File: src/pixel_pkg.sv
`default_nettype none

package pixel_pkg;

  // frame buffer word, r in [15:11], g in [10:5], b in [4:0]
  typedef logic [15:0] rgb565_t;

  // one expanded color channel
  typedef logic [7:0] chan_t;

  // output pixel, red high byte, then green, then blue
  typedef logic [23:0] rgb888_t;

  // what the output shows behind the crosshair
  // codes 2 and 3 fall back to the camera image
  typedef enum logic [1:0] {
    DISP_CAMERA = 2'd0,
    DISP_MASK   = 2'd1
  } display_mode_e;

  // shown wherever the stream has no word for an active position
  localparam rgb565_t FILL_COLOR = 16'h2277;

  // crosshair through the held centroid
  localparam rgb888_t CROSSHAIR_COLOR = 24'hFF0000;

  // mask colors
  localparam rgb888_t PIXEL_WHITE = 24'hFFFFFF;
  localparam rgb888_t PIXEL_BLACK = 24'h000000;

endpackage

`default_nettype wire

File: src/video_pkg.sv
`default_nettype none

package video_pkg;

  // ========================================
  // raster position types
  // ========================================

  // column inside a line, covers totals up to 2047
  typedef logic [10:0] hcount_t;

  // line inside a frame, covers totals up to 1023
  typedef logic [9:0] vcount_t;

  // ========================================
  // per-frame accumulation types
  // ========================================

  // sum of player positions over one frame
  // 1280 x 720 pixels times a max column of 1279 still fits
  typedef logic [31:0] sum_t;

  // number of player pixels in one frame
  typedef logic [20:0] pix_count_t;

endpackage

`default_nettype wire
File: src/green_screen_tracker.sv
`timescale 1ns/1ps
`default_nettype none

module green_screen_tracker #(
  parameter int H_ACTIVE   = 1280,
  parameter int V_ACTIVE   = 720,
  parameter int H_TOTAL    = 1650,
  parameter int V_TOTAL    = 750,
  parameter int KEY_MARGIN = 32
) (
  input  wire                      clk_pixel,
  input  wire                      recent_reset,
  input  pixel_pkg::display_mode_e display_mode_i,
  input  wire                      pix_valid_i,
  input  pixel_pkg::rgb565_t       pix_data_i,
  input  wire                      pix_last_i,
  output logic                     pix_ready_o,
  output pixel_pkg::rgb888_t       pixel_o,
  output video_pkg::hcount_t       hcount_o,
  output video_pkg::vcount_t       vcount_o,
  output logic                     de_o,
  output video_pkg::hcount_t       com_x_o,
  output video_pkg::vcount_t       com_y_o,
  output logic                     com_valid_o
);

  // raster, combinational from the counters
  video_pkg::hcount_t vt_hcount;
  video_pkg::vcount_t vt_vcount;
  logic               vt_active;
  logic               vt_frame_start;

  // after intake, one cycle
  video_pkg::hcount_t pf_hcount;
  video_pkg::vcount_t pf_vcount;
  logic               pf_active;
  logic               pf_frame_start;
  pixel_pkg::rgb888_t pf_pixel;

  // after keying, two cycles
  video_pkg::hcount_t ck_hcount;
  video_pkg::vcount_t ck_vcount;
  logic               ck_active;
  logic               ck_frame_start;
  pixel_pkg::rgb888_t ck_pixel;
  logic               ck_is_player;

  video_timing #(
    .H_ACTIVE (H_ACTIVE),
    .V_ACTIVE (V_ACTIVE),
    .H_TOTAL  (H_TOTAL),
    .V_TOTAL  (V_TOTAL)
  ) u_video_timing (
    .clk_pixel     (clk_pixel),
    .recent_reset  (recent_reset),
    .hcount_o      (vt_hcount),
    .vcount_o      (vt_vcount),
    .active_o      (vt_active),
    .frame_start_o (vt_frame_start)
  );

  pixel_fetch #(
    .H_ACTIVE (H_ACTIVE),
    .V_ACTIVE (V_ACTIVE)
  ) u_pixel_fetch (
    .clk_pixel     (clk_pixel),
    .recent_reset  (recent_reset),
    .hcount_i      (vt_hcount),
    .vcount_i      (vt_vcount),
    .active_i      (vt_active),
    .frame_start_i (vt_frame_start),
    .pix_valid_i   (pix_valid_i),
    .pix_data_i    (pix_data_i),
    .pix_last_i    (pix_last_i),
    .pix_ready_o   (pix_ready_o),
    .hcount_o      (pf_hcount),
    .vcount_o      (pf_vcount),
    .active_o      (pf_active),
    .frame_start_o (pf_frame_start),
    .pixel_o       (pf_pixel)
  );

  chroma_key #(
    .KEY_MARGIN (KEY_MARGIN)
  ) u_chroma_key (
    .clk_pixel     (clk_pixel),
    .recent_reset  (recent_reset),
    .hcount_i      (pf_hcount),
    .vcount_i      (pf_vcount),
    .active_i      (pf_active),
    .frame_start_i (pf_frame_start),
    .pixel_i       (pf_pixel),
    .hcount_o      (ck_hcount),
    .vcount_o      (ck_vcount),
    .active_o      (ck_active),
    .frame_start_o (ck_frame_start),
    .pixel_o       (ck_pixel),
    .is_player_o   (ck_is_player)
  );

  // centroid runs beside the display path, its result lands on a later frame
  centroid_tracker u_centroid_tracker (
    .clk_pixel     (clk_pixel),
    .recent_reset  (recent_reset),
    .hcount_i      (ck_hcount),
    .vcount_i      (ck_vcount),
    .frame_start_i (ck_frame_start),
    .is_player_i   (ck_is_player),
    .com_x_o       (com_x_o),
    .com_y_o       (com_y_o),
    .com_valid_o   (com_valid_o)
  );

  overlay_mux u_overlay_mux (
    .clk_pixel      (clk_pixel),
    .recent_reset   (recent_reset),
    .display_mode_i (display_mode_i),
    .hcount_i       (ck_hcount),
    .vcount_i       (ck_vcount),
    .active_i       (ck_active),
    .pixel_i        (ck_pixel),
    .is_player_i    (ck_is_player),
    .com_x_i        (com_x_o),
    .com_y_i        (com_y_o),
    .pixel_o        (pixel_o),
    .hcount_o       (hcount_o),
    .vcount_o       (vcount_o),
    .de_o           (de_o)
  );

endmodule

`default_nettype wire

File: src/overlay_mux.sv
`timescale 1ns/1ps
`default_nettype none

module overlay_mux (
  input  wire                      clk_pixel,
  input  wire                      recent_reset,
  input  pixel_pkg::display_mode_e display_mode_i,
  input  video_pkg::hcount_t       hcount_i,
  input  video_pkg::vcount_t       vcount_i,
  input  wire                      active_i,
  input  pixel_pkg::rgb888_t       pixel_i,
  input  wire                      is_player_i,
  input  video_pkg::hcount_t       com_x_i,
  input  video_pkg::vcount_t       com_y_i,
  output pixel_pkg::rgb888_t       pixel_o,
  output video_pkg::hcount_t       hcount_o,
  output video_pkg::vcount_t       vcount_o,
  output logic                     de_o
);

  pixel_pkg::rgb888_t base_pixel;
  pixel_pkg::rgb888_t next_pixel;
  logic               on_crosshair;

  // background layer, unknown modes show the camera
  always_comb begin
    if (display_mode_i == pixel_pkg::DISP_MASK) begin
      base_pixel = is_player_i ? pixel_pkg::PIXEL_WHITE : pixel_pkg::PIXEL_BLACK;
    end else begin
      base_pixel = pixel_i;
    end
  end

  // full-width and full-height lines through the centroid
  assign on_crosshair = (hcount_i == com_x_i) || (vcount_i == com_y_i);

  always_comb begin
    if (!active_i) begin
      next_pixel = pixel_pkg::PIXEL_BLACK;
    end else if (on_crosshair) begin
      next_pixel = pixel_pkg::CROSSHAIR_COLOR;
    end else begin
      next_pixel = base_pixel;
    end
  end

  // ========================================
  // output register
  // ========================================
  always_ff @(posedge clk_pixel) begin
    if (recent_reset) begin
      de_o    <= 1'b0;
      pixel_o <= pixel_pkg::PIXEL_BLACK;
    end else begin
      de_o    <= active_i;
      pixel_o <= next_pixel;
    end
  end

  always_ff @(posedge clk_pixel) begin
    hcount_o <= hcount_i;
    vcount_o <= vcount_i;
  end

endmodule

`default_nettype wire

File: src/centroid_tracker.sv
`timescale 1ns/1ps
`default_nettype none

module centroid_tracker (
  input  wire                clk_pixel,
  input  wire                recent_reset,
  input  video_pkg::hcount_t hcount_i,
  input  video_pkg::vcount_t vcount_i,
  input  wire                frame_start_i,
  input  wire                is_player_i,
  output video_pkg::hcount_t com_x_o,
  output video_pkg::vcount_t com_y_o,
  output logic               com_valid_o
);

  typedef enum logic [1:0] {
    ST_IDLE,
    ST_DIV_X,
    ST_DIV_Y
  } state_e;

  state_e                 state_q;
  logic [4:0]             bit_q;
  // running sums for the frame being drawn
  video_pkg::sum_t        acc_x_q;
  video_pkg::sum_t        acc_y_q;
  video_pkg::pix_count_t  acc_n_q;
  // divider datapath
  video_pkg::sum_t        quo_q;
  video_pkg::sum_t        rem_q;
  video_pkg::sum_t        sum_y_q;
  video_pkg::pix_count_t  div_q;
  video_pkg::hcount_t     quot_x_q;
  video_pkg::sum_t        rem_shift;
  video_pkg::sum_t        divisor;
  video_pkg::sum_t        rem_next;
  video_pkg::sum_t        quo_next;
  logic                   take;
  logic                   start_div;
  logic                   last_bit;

  // a frame with no player pixels leaves the held centroid alone
  assign start_div = (state_q == ST_IDLE) && frame_start_i && (acc_n_q != '0);
  assign last_bit  = (bit_q == 5'd31);

  // ========================================
  // restoring divider, one quotient bit per cycle
  // ========================================
  // remainder stays below the 21-bit divisor so 32 bits never overflow
  assign divisor   = video_pkg::sum_t'(div_q);
  assign rem_shift = {rem_q[30:0], quo_q[31]};
  assign take      = (rem_shift >= divisor);
  assign rem_next  = take ? rem_shift - divisor : rem_shift;
  assign quo_next  = {quo_q[30:0], take};

  // control and accumulators
  always_ff @(posedge clk_pixel) begin
    if (recent_reset) begin
      state_q     <= ST_IDLE;
      bit_q       <= '0;
      acc_x_q     <= '0;
      acc_y_q     <= '0;
      acc_n_q     <= '0;
      com_x_o     <= '0;
      com_y_o     <= '0;
      com_valid_o <= 1'b0;
    end else begin
      com_valid_o <= 1'b0;
      // pixel at 0,0 already belongs to the new frame
      if (frame_start_i) begin
        acc_x_q <= is_player_i ? video_pkg::sum_t'(hcount_i) : '0;
        acc_y_q <= is_player_i ? video_pkg::sum_t'(vcount_i) : '0;
        acc_n_q <= is_player_i ? 21'd1 : '0;
      end else if (is_player_i) begin
        acc_x_q <= acc_x_q + video_pkg::sum_t'(hcount_i);
        acc_y_q <= acc_y_q + video_pkg::sum_t'(vcount_i);
        acc_n_q <= acc_n_q + 21'd1;
      end
      case (state_q)
        ST_IDLE: begin
          bit_q <= '0;
          if (start_div) begin
            state_q <= ST_DIV_X;
          end
        end
        ST_DIV_X: begin
          bit_q <= bit_q + 5'd1;
          if (last_bit) begin
            state_q <= ST_DIV_Y;
          end
        end
        ST_DIV_Y: begin
          bit_q <= bit_q + 5'd1;
          if (last_bit) begin
            // x and y change together so the crosshair never splits
            com_x_o     <= quot_x_q;
            com_y_o     <= quo_next[9:0];
            com_valid_o <= 1'b1;
            state_q     <= ST_IDLE;
          end
        end
        default: state_q <= ST_IDLE;
      endcase
    end
  end

  // datapath follows the state, no reset needed
  always_ff @(posedge clk_pixel) begin
    if (start_div) begin
      quo_q   <= acc_x_q;
      rem_q   <= '0;
      sum_y_q <= acc_y_q;
      div_q   <= acc_n_q;
    end else if (state_q == ST_DIV_X && last_bit) begin
      quot_x_q <= quo_next[10:0];
      quo_q    <= sum_y_q;
      rem_q    <= '0;
    end else if (state_q != ST_IDLE) begin
      quo_q <= quo_next;
      rem_q <= rem_next;
    end
  end

endmodule

`default_nettype wire

File: src/chroma_key.sv
`timescale 1ns/1ps
`default_nettype none

module chroma_key #(
  parameter int KEY_MARGIN = 32
) (
  input  wire                 clk_pixel,
  input  wire                 recent_reset,
  input  video_pkg::hcount_t  hcount_i,
  input  video_pkg::vcount_t  vcount_i,
  input  wire                 active_i,
  input  wire                 frame_start_i,
  input  pixel_pkg::rgb888_t  pixel_i,
  output video_pkg::hcount_t  hcount_o,
  output video_pkg::vcount_t  vcount_o,
  output logic                active_o,
  output logic                frame_start_o,
  output pixel_pkg::rgb888_t  pixel_o,
  output logic                is_player_o
);

  // one guard bit above channel plus margin
  logic [9:0] red_ext;
  logic [9:0] green_ext;
  logic [9:0] blue_ext;
  logic       background;

  assign red_ext   = {2'b00, pixel_i[23:16]};
  assign green_ext = {2'b00, pixel_i[15:8]};
  assign blue_ext  = {2'b00, pixel_i[7:0]};

  // green screen when green dominates both other channels by the margin
  assign background = (green_ext > red_ext + 10'(KEY_MARGIN))
                   && (green_ext > blue_ext + 10'(KEY_MARGIN));

  always_ff @(posedge clk_pixel) begin
    if (recent_reset) begin
      active_o      <= 1'b0;
      frame_start_o <= 1'b0;
      is_player_o   <= 1'b0;
    end else begin
      active_o      <= active_i;
      frame_start_o <= frame_start_i;
      // blanking never counts as player
      is_player_o   <= active_i && !background;
    end
  end

  always_ff @(posedge clk_pixel) begin
    hcount_o <= hcount_i;
    vcount_o <= vcount_i;
    pixel_o  <= pixel_i;
  end

endmodule

`default_nettype wire

File: src/pixel_fetch.sv
`timescale 1ns/1ps
`default_nettype none

module pixel_fetch #(
  parameter int H_ACTIVE = 1280,
  parameter int V_ACTIVE = 720
) (
  input  wire                 clk_pixel,
  input  wire                 recent_reset,
  input  video_pkg::hcount_t  hcount_i,
  input  video_pkg::vcount_t  vcount_i,
  input  wire                 active_i,
  input  wire                 frame_start_i,
  input  wire                 pix_valid_i,
  input  pixel_pkg::rgb565_t  pix_data_i,
  input  wire                 pix_last_i,
  output logic                pix_ready_o,
  output video_pkg::hcount_t  hcount_o,
  output video_pkg::vcount_t  vcount_o,
  output logic                active_o,
  output logic                frame_start_o,
  output pixel_pkg::rgb888_t  pixel_o
);

  logic               final_pos;
  logic               xfer;
  pixel_pkg::rgb565_t word;
  pixel_pkg::chan_t   red;
  pixel_pkg::chan_t   green;
  pixel_pkg::chan_t   blue;

  // last active pixel of the frame
  assign final_pos = (hcount_i == video_pkg::hcount_t'(H_ACTIVE - 1))
                  && (vcount_i == video_pkg::vcount_t'(V_ACTIVE - 1));

  // a word marked last is held back until the raster reaches the final position,
  // so an early frame end parks the stream until the next frame
  assign pix_ready_o = active_i && !(pix_last_i && !final_pos);
  assign xfer        = pix_valid_i && pix_ready_o;

  // no transfer means fill color, the raster never waits
  assign word = xfer ? pix_data_i : pixel_pkg::FILL_COLOR;

  // 565 to 888, low bits zero
  assign red   = {word[15:11], 3'b000};
  assign green = {word[10:5], 2'b00};
  assign blue  = {word[4:0], 3'b000};

  // ========================================
  // stage register
  // ========================================
  always_ff @(posedge clk_pixel) begin
    if (recent_reset) begin
      active_o      <= 1'b0;
      frame_start_o <= 1'b0;
    end else begin
      active_o      <= active_i;
      frame_start_o <= frame_start_i;
    end
  end

  always_ff @(posedge clk_pixel) begin
    hcount_o <= hcount_i;
    vcount_o <= vcount_i;
    pixel_o  <= {red, green, blue};
  end

endmodule

`default_nettype wire

File: src/video_timing.sv
`timescale 1ns/1ps
`default_nettype none

module video_timing #(
  parameter int H_ACTIVE = 1280,
  parameter int V_ACTIVE = 720,
  parameter int H_TOTAL  = 1650,
  parameter int V_TOTAL  = 750
) (
  input  wire                clk_pixel,
  input  wire                recent_reset,
  output video_pkg::hcount_t hcount_o,
  output video_pkg::vcount_t vcount_o,
  output logic               active_o,
  output logic               frame_start_o
);

  video_pkg::hcount_t hcount_q;
  video_pkg::vcount_t vcount_q;
  // low until the first cycle after reset, keeps ready and draw off while in reset
  logic running_q;
  logic line_end;
  logic frame_end;

  assign line_end  = (hcount_q == video_pkg::hcount_t'(H_TOTAL - 1));
  assign frame_end = (vcount_q == video_pkg::vcount_t'(V_TOTAL - 1));

  // pixel and line counters, wrap at the totals
  always_ff @(posedge clk_pixel) begin
    if (recent_reset) begin
      hcount_q  <= '0;
      vcount_q  <= '0;
      running_q <= 1'b0;
    end else if (!running_q) begin
      // hold at 0,0 for one cycle so the first frame start is seen
      running_q <= 1'b1;
    end else if (line_end) begin
      hcount_q <= '0;
      vcount_q <= frame_end ? '0 : vcount_q + 10'd1;
    end else begin
      hcount_q <= hcount_q + 11'd1;
    end
  end

  // outputs decode the counters directly
  assign hcount_o      = hcount_q;
  assign vcount_o      = vcount_q;
  assign active_o      = running_q
                      && (hcount_q < video_pkg::hcount_t'(H_ACTIVE))
                      && (vcount_q < video_pkg::vcount_t'(V_ACTIVE));
  assign frame_start_o = running_q && (hcount_q == '0) && (vcount_q == '0);

endmodule

`default_nettype wire

File: config.mk
export PLATFORM = sky130hd
export DESIGN_NAME = green_screen_tracker
export DESIGN_NICKNAME = d
export VERILOG_FILES = /design/src/pixel_pkg.sv /design/src/video_pkg.sv /design/src/green_screen_tracker.sv /design/src/overlay_mux.sv /design/src/centroid_tracker.sv /design/src/chroma_key.sv /design/src/pixel_fetch.sv /design/src/video_timing.sv
export SDC_FILE = /design/constraint.sdc
export NUM_CORES = 1
export LEC_CHECK = 0
export ABC_AREA = 1
export BUFFER_PORTS_ARGS = -buffer_cell sky130_fd_sc_hd__clkbuf_2
export CAP_MARGIN = 20
export CORE_MARGIN = 2
export CORE_UTILIZATION = 60
export CTS_BUF_LIST = sky130_fd_sc_hd__clkbuf_2
export CTS_CLUSTER_DIAMETER = 40
export DETAILED_ROUTE_END_ITERATION = 12
export PLACE_DENSITY = 0.78
export SETUP_SLACK_MARGIN = 0.15
export SLEW_MARGIN = 20
export SYNTH_ARGS = -nofsm -noshare
export SYNTH_HDL_FRONTEND = slang
export SYNTH_SLANG_ARGS = --single-unit
File: constraint.sdc
create_clock -name clk_pixel -period 3.8 [get_ports clk_pixel]
set_input_delay 0.95 -clock clk_pixel [delete_from_list [all_inputs] [get_ports clk_pixel]]
set_output_delay 0.95 -clock clk_pixel [all_outputs]
set_load 0.03 [all_outputs]
==> out/metrics.cfg, run 1 <==
[cts]
cts-buffers-inserted=96
clkSinkCount=382
worst_skew_pair.late_latency_ps=1010
clockRootBuffer=clkbuf_2
cts_buffer_depth=3
clkTransAtPathRegs_ps=100
cts_hold_buf=0
tritoncts=yes
cts.htree.levels=3

[grt]
track_usage=0.281
antenna_found_initial=1
grt_pass1_vias=14900
grt_max_degree=65
gr-total-overflow=0
grt_pass1_wl_mm=71.2

[die]
dieHeight_microns=177
dieArea_sq_um=31400
core-area_sq_um=29600
num_io_pins=91
placementRows=63
initial_core_util=0.609
fp.dieW_microns=177

[synth]
async_flop_share=0
synth.yosys.seq_area_share=0.478
yosysUniqueCellTypes=48
syn_nets=2447
yosys_warnings=0
synth.cell_area_sq_um=18000
synthDominantCellAreaShare=0.318
syn_inst=2353
synth_edf_count=96
yosys_register_bits=382
syn_avg_cell_area_sq_um=7.65
synth_flop_cell=dfxtp_1
synth_area_leaders=dfxtp_1, edfxtp_1, nand2_1
synth_largest_area_cell=dfxtp_1

[layout]
final_common_cell=nand2_1
drive_above_1_share=0.111
layout_common_cells=nand2_1, inv_1, dfxtp_1
final_cells=2970
area_growth_pct=9.75
multiInputGateArea_sq_um=7840
nets=2592
seqCellArea_sq_um=8610
fillers=2545

[power_and_ir_drop]
pwr-share-seq=0.487
p_comb_frac=0.204
clkPwrFrac=0.309
p_switching_w=0.00314
power_density_nw_per_um2=476
ir_drop_mv=0.264
power.share.switching=0.334
p_leak_nw=9.26
p_int_w=0.00625

[sta]
finalSetupViolCount=0
drv_slew=0
fin_worst_skew_ps=116
finalCriticalPeriod_ps=3450
holdWs_ps=172
timing.fmax_ghz=0.290
worst_slew_pin_slew_ps=852
slew_headroom=0.431
finalHoldViolations=0
rsz0062_at_grt=false
timing.final.crit_share=0.908
fin_tns_setup_ps=0

[placed_design]
place_inst=2789
portBuffers=90
gp_congestion=0.926
hpwl_mm=31.1

[worst_setup_path]
path_class=reg2out
cp-end-kind=primary output
critPathTopFamily=simple AND/OR/NAND/NOR gates
r2r_setup_slack_ps=840
cp_slowest_cell=dfxtp_1
startpoint=u_video_timing.hcount_o[1]$_SDFFE_PP0P_
crit_path_end=pix_ready_o
critPathBufInv=1
crit_chain=ha_1 > nand3_1 > nor4_1 > nand4_1 > a21boi_2 > buf_4
cp-start-kind=flip-flop
crit_fanout=3
r2r_end=u_centroid_tracker.rem_q[6]$_SDFFE_PP0P_
reg2regPathDepth=16
r2r-start=u_centroid_tracker.quo_q[31]$_DFFE_PP_
worst_path_largest_cell_delay_ps=380
critPathArrivalTime_ps=2500
crit_cells=6
required_ps=2850

[flow_run]
maxCapViolCount=0

[detailed_routing]
viasPerCell=5.30
drtAntennaViolNets=0
drtIter0Drc=1417
dr.pass1.iters=6
wl_per_cell_microns=14.7
post-route-drc-count=0
num_vias=15800
wl_mm=43.5

[worst_hold_path]
min_from=pix_data_i[12]
holdPathStages=3
hold_path_class=in2reg

[status]
status=complete, no violations

worst min-delay path, stage by stage:
cell and delay (ps):
clkbuf_2 80, inv_1 40, nor2_1 30
stage by stage:
| step | util | setup WS [ps] | total power, W | instance area, sq um |
|---|---|---|---|---|
| 2_1_floorplan | - | 722 | 0.00607 | 18000 |
| 3_3_place_gp | 0.635 | 1050 | 0.00650 | 18800 |
| 3_5_place_dp | 0.635 | 918 | 0.00654 | 18800 |
| 4_1_cts | 0.668 | 166 | 0.00942 | 19700 |
| 5_1_grt | 0.668 | 164 | 0.00995 | 19700 |
| 6_report | 0.668 | 348 | 0.00940 | 19700 |
metal layers:
metal	track usage	part of all wire
met1	0.390	0.46
met3	0.0588	0.078
met5	0	0
met2	0.435	0.44
met4	0.102	0.020
what timing repair did:
item	4_1_cts	5_1_grt
setup endpoints to repair	1	1
resized for setup	1	4
endpoints found under the hold margin	0	0
pin swaps	0	1
setup buffers	0	1
registers in the layout, indices dropped and copies added, names as in the netlist, 10 cells and up:
name / flops
u_centroid_tracker.acc_n_q: 21
u_centroid_tracker.acc_x_q: 32
u_centroid_tracker.acc_y_q: 32
u_centroid_tracker.com_x_o: 11
u_centroid_tracker.com_y_o: 10
u_centroid_tracker.div_q: 21
u_centroid_tracker.quo_q: 32
u_centroid_tracker.quot_x_q: 11
u_centroid_tracker.rem_q: 31
u_centroid_tracker.sum_y_q: 32
u_chroma_key.hcount_o: 11
u_chroma_key.pixel_o: 16
u_chroma_key.vcount_o: 10
u_overlay_mux.hcount_o: 11
u_overlay_mux.pixel_o: 18
u_overlay_mux.vcount_o: 10
u_pixel_fetch.hcount_o: 11
u_pixel_fetch.pixel_o: 16
u_pixel_fetch.vcount_o: 10
u_video_timing.hcount_o: 11
u_video_timing.vcount_o: 10
power groups by stage:
stage,clock (W),sequential (W),combinational (W)
after global placement,0,0.00465,0.00184
after detailed placement,0,0.00466,0.00188
after CTS,0.00296,0.00457,0.00189
final,0.00291,0.00457,0.00192
after global routing,0.00317,0.00460,0.00218
after floorplan,0,0.00461,0.00146
Yosys cell counts (14+ instances only):
cell / instances
ha_1: 69
xor2_1: 40
nor4_1: 14
clkbuf_1: 37
nand4_1: 30
nor2_1: 278
inv_1: 331
o21ai_1: 14
nor3_1: 50
edfxtp_1: 96
dfxtp_1: 286
a21oi_1: 150
o211ai_1: 21
nand3_1: 124
nand2_1: 598
o21ai_0: 93
nand3b_1: 14
cells by family after synthesis:
group,after synthesis,synth area share
flip-flops,382,0.478
XOR/XNOR,51,0.0248
buffers and inverters,399,0.0869
AO/OA/AOI/OAI,312,0.0942
adder cells (fa/ha/maj),72,0.0513
AND/OR/NAND/NOR,1137,0.264
final cells by class:
| cell class | instances | area share |
|---|---|---|
| Clock buffer | 138 | 0.0350 |
| Inverter | 340 | 0.0646 |
| Timing Repair Buffer | 106 | 0.0297 |
| Multi-Input combinational cell | 1572 | 0.397 |
| Clock inverter | 41 | 0.0129 |
| Sequential cell | 382 | 0.436 |
| Tap cell | 390 | 0.0247 |
| Antenna cell | 1 | 0.000127 |
how the worst min path moves through the flow:
stage	endpoint
after floorplan	u_chroma_key.hcount_o[0]$_DFF_P_
after detailed placement	u_chroma_key.hcount_o[8]$_DFF_P_
after CTS	u_pixel_fetch.pixel_o[3]$_SDFF_PN1_
final	u_pixel_fetch.pixel_o[20]$_SDFF_PN0_
after global placement	u_chroma_key.vcount_o[9]$_DFF_P_
after global routing	u_pixel_fetch.pixel_o[11]$_SDFF_PN1_
Power figures use the tool's default switching activity.
==> run 2, diff against run 1 <==
--- a/config.mk
+++ b/config.mk
@@ -13,7 +13,7 @@
 export CTS_BUF_LIST = sky130_fd_sc_hd__clkbuf_2
 export CTS_CLUSTER_DIAMETER = 40
 export DETAILED_ROUTE_END_ITERATION = 12
-export PLACE_DENSITY = 0.78
+export PLACE_DENSITY = 0.87
 export SETUP_SLACK_MARGIN = 0.15
 export SLEW_MARGIN = 20
 export SYNTH_ARGS = -nofsm -noshare
==> run 2 against run 1 <==
  * Critical path depth did not move
  * Global-route usage grew 0.96 points
  * Die area stayed put
  * Non-clock buffer count down 1
  * Worst setup slack better by 2.7 ps
  * Register-to-register slack lost 100 ps
  * Maximum frequency about the same
  * Via count rose by 2.9%
  * Sequential share of layout area grew 0.31 points
==> out/metrics.cfg, run 2 (synthesized netlist as in run 1, its figures left out) <==
[status]
status=complete, no violations

[power_and_ir_drop]
ir_drop_mv=0.359  ; +36%
power_density_nw_per_um2=466  ; -2.1%
p_leak_nw=9.20  ; -0.68%
power_w=0.00913  ; -2.8%

[sta]
drv_slew=0  ; unchanged
rsz0062_at_grt=false
fin_worst_skew_ps=134  ; +17.2 ps
finalSetupViolCount=0  ; unchanged
fin_tns_setup_ps=0  ; unchanged
finalCriticalPeriod_ps=3450  ; -2.75 ps
slew_headroom=0.371  ; -0.0603
finalHoldViolations=0  ; unchanged
worst_slew_pin_slew_ps=941  ; +89.1 ps
timing.fmax_ghz=0.290  ; about the same
timing.final.crit_share=0.908  ; about the same

[cts]
clkTransAtPathRegs_ps=100  ; about the same
clockRootBuffer=clkbuf_2
postCtsSetupRepairBufs=0  ; unchanged
cts_hold_buf=0  ; unchanged
cts-buffers-inserted=90  ; -6.3%
clkSinkCount=382  ; unchanged
cts_buffer_depth=3  ; unchanged
tritoncts=yes
cts.htree.levels=3  ; unchanged
worst_skew_pair.late_latency_ps=980  ; -30 ps

[worst_hold_path]
hold_path_class=in2reg

[grt]
grt_pass1_wl_mm=74.0  ; +4.0%
antenna_found_initial=2  ; +1
gr-total-overflow=0  ; unchanged
grt_pass1_vias=15500  ; +4.2%
track_usage=0.291  ; +0.00958
grt_max_degree=65  ; unchanged

[worst_setup_path]
critPathTopFamily=simple AND/OR/NAND/NOR gates
critPathBufInv=1  ; unchanged
cp_slowest_cell=dfxtp_1
worst_path_largest_cell_delay_ps=440  ; +60 ps
cp-start-kind=flip-flop
cp-end-kind=primary output
r2r_setup_slack_ps=740  ; -100 ps
crit_fanout=5  ; +2
crit_chain=ha_1 > nand3_1 > nor4_1 > nand4_1 > a21boi_2 > clkbuf_2
path_class=reg2out
required_ps=2850  ; about the same
critPathArrivalTime_ps=2500  ; about the same

[die]
dieArea_sq_um=31400  ; unchanged
dieHeight_microns=177  ; unchanged
placementRows=63  ; unchanged
core-area_sq_um=29600  ; unchanged
fp.dieW_microns=177  ; unchanged
initial_core_util=0.609  ; unchanged
num_io_pins=91  ; unchanged

[placed_design]
gp_congestion=0.977  ; +5.6%
hpwl_mm=32.4  ; +4.0%
portBuffers=90  ; unchanged
place_inst=2789  ; unchanged

[layout]
nets=2585  ; -0.27%
layout_common_cells=nand2_1, inv_1, dfxtp_1
drive_above_1_share=0.110  ; -0.00177
area_growth_pct=8.96
fillers=2413  ; -5.2%
final_cells=2958  ; -0.40%
multiInputGateArea_sq_um=7840  ; unchanged
seqCellArea_sq_um=8610  ; about the same
final_common_cell=nand2_1

[detailed_routing]
wl_per_cell_microns=15.2  ; +3.7%
num_vias=16200  ; +2.9%
wl_mm=44.9  ; +3.3%
drtAntennaViolNets=0  ; unchanged
drtIter0Drc=1565  ; +10%
post-route-drc-count=0  ; unchanged
dr.pass1.iters=6  ; unchanged
viasPerCell=5.48  ; +3.3%

[flow_run]
maxCapViolCount=0  ; unchanged

==> run 2: changes by cell type in the layout (fill, tap and decap cells not counted), sizes merged <==
cell / change
buf: -2
bufinv: -3
clkbuf: -2
clkinv: -8
clkinvlp: -1
diode: +1
inv: +3
==> run 2: per-stage QoR <==
| stage | utilization | instance area (sq um) | hold WS, ps | setup slack (ps) |
|---|---|---|---|---|
| after global routing | 0.663 | 19600 | 111 | 154 |
| after floorplan | - | 18000 | 310 | 722 |
| final | 0.663 | 19600 | 185 | 351 |
| after detailed placement | 0.635 | 18800 | 312 | 903 |
| after global placement | 0.635 | 18800 | 311 | 1130 |
| after CTS | 0.663 | 19600 | 116 | 264 |
==> run 2: metal layers <==
metal	wire length [microns]	track usage	up-vias
li1	-	-	7891
met1	19700	0.398	7440
met2	19800	0.452	765
met3	4260	0.0606	111
met4	1180	0.114	0
met5	0	0	-
==> run 2: final timing paths <==
path         depth (start not counted)                                  endpoint                               startpoint
max                                  6                               pix_ready_o  u_video_timing.hcount_o[0]$_SDFFE_PP0P_
min                                  3       u_pixel_fetch.pixel_o[3]$_SDFF_PN1_                            pix_data_i[0]
min reg2reg                          0          u_chroma_key.hcount_o[2]$_DFF_P_        u_pixel_fetch.hcount_o[2]$_DFF_P_
max reg2reg                         16  u_centroid_tracker.rem_q[4]$_SDFFE_PP0P_   u_centroid_tracker.quo_q[31]$_DFFE_PP_
==> run 2: final cells by class <==
type | instances | area share
clock inverters | 32 | 0.00753
repair buffers | 105 | 0.0287
multi-input cells | 1572 | 0.400
flip-flops and latches | 382 | 0.439
clock buffers | 135 | 0.0345
diodes | 2 | 0.000255
well taps | 390 | 0.0249
inverters | 340 | 0.0651
==> run 2: worst min-delay path: stages <==
cell and delay (ps):
clkbuf_2 70, inv_1 30, nand2_1 40
==> run 2: timing repair <==
| item | CTS | global route |
|---|---|---|
| endpoints found under the hold margin | 0 | 0 |
| resized for setup | 0 | 1 |
| setup endpoints to repair | 0 | 1 |
==> run 2: power by group <==
| group | leakage [nW] | internal, W | total [W] | switching (W) |
|---|---|---|---|---|
| Combinational | 5.40 | 0.000656 | 0.00193 | 0.00128 |
| Clock | 0.642 | 0.000971 | 0.00262 | 0.00165 |
| Sequential | 3.16 | 0.00439 | 0.00458 | 0.000185 |
| Total | 9.20 | 0.00602 | 0.00913 | 0.00311 |
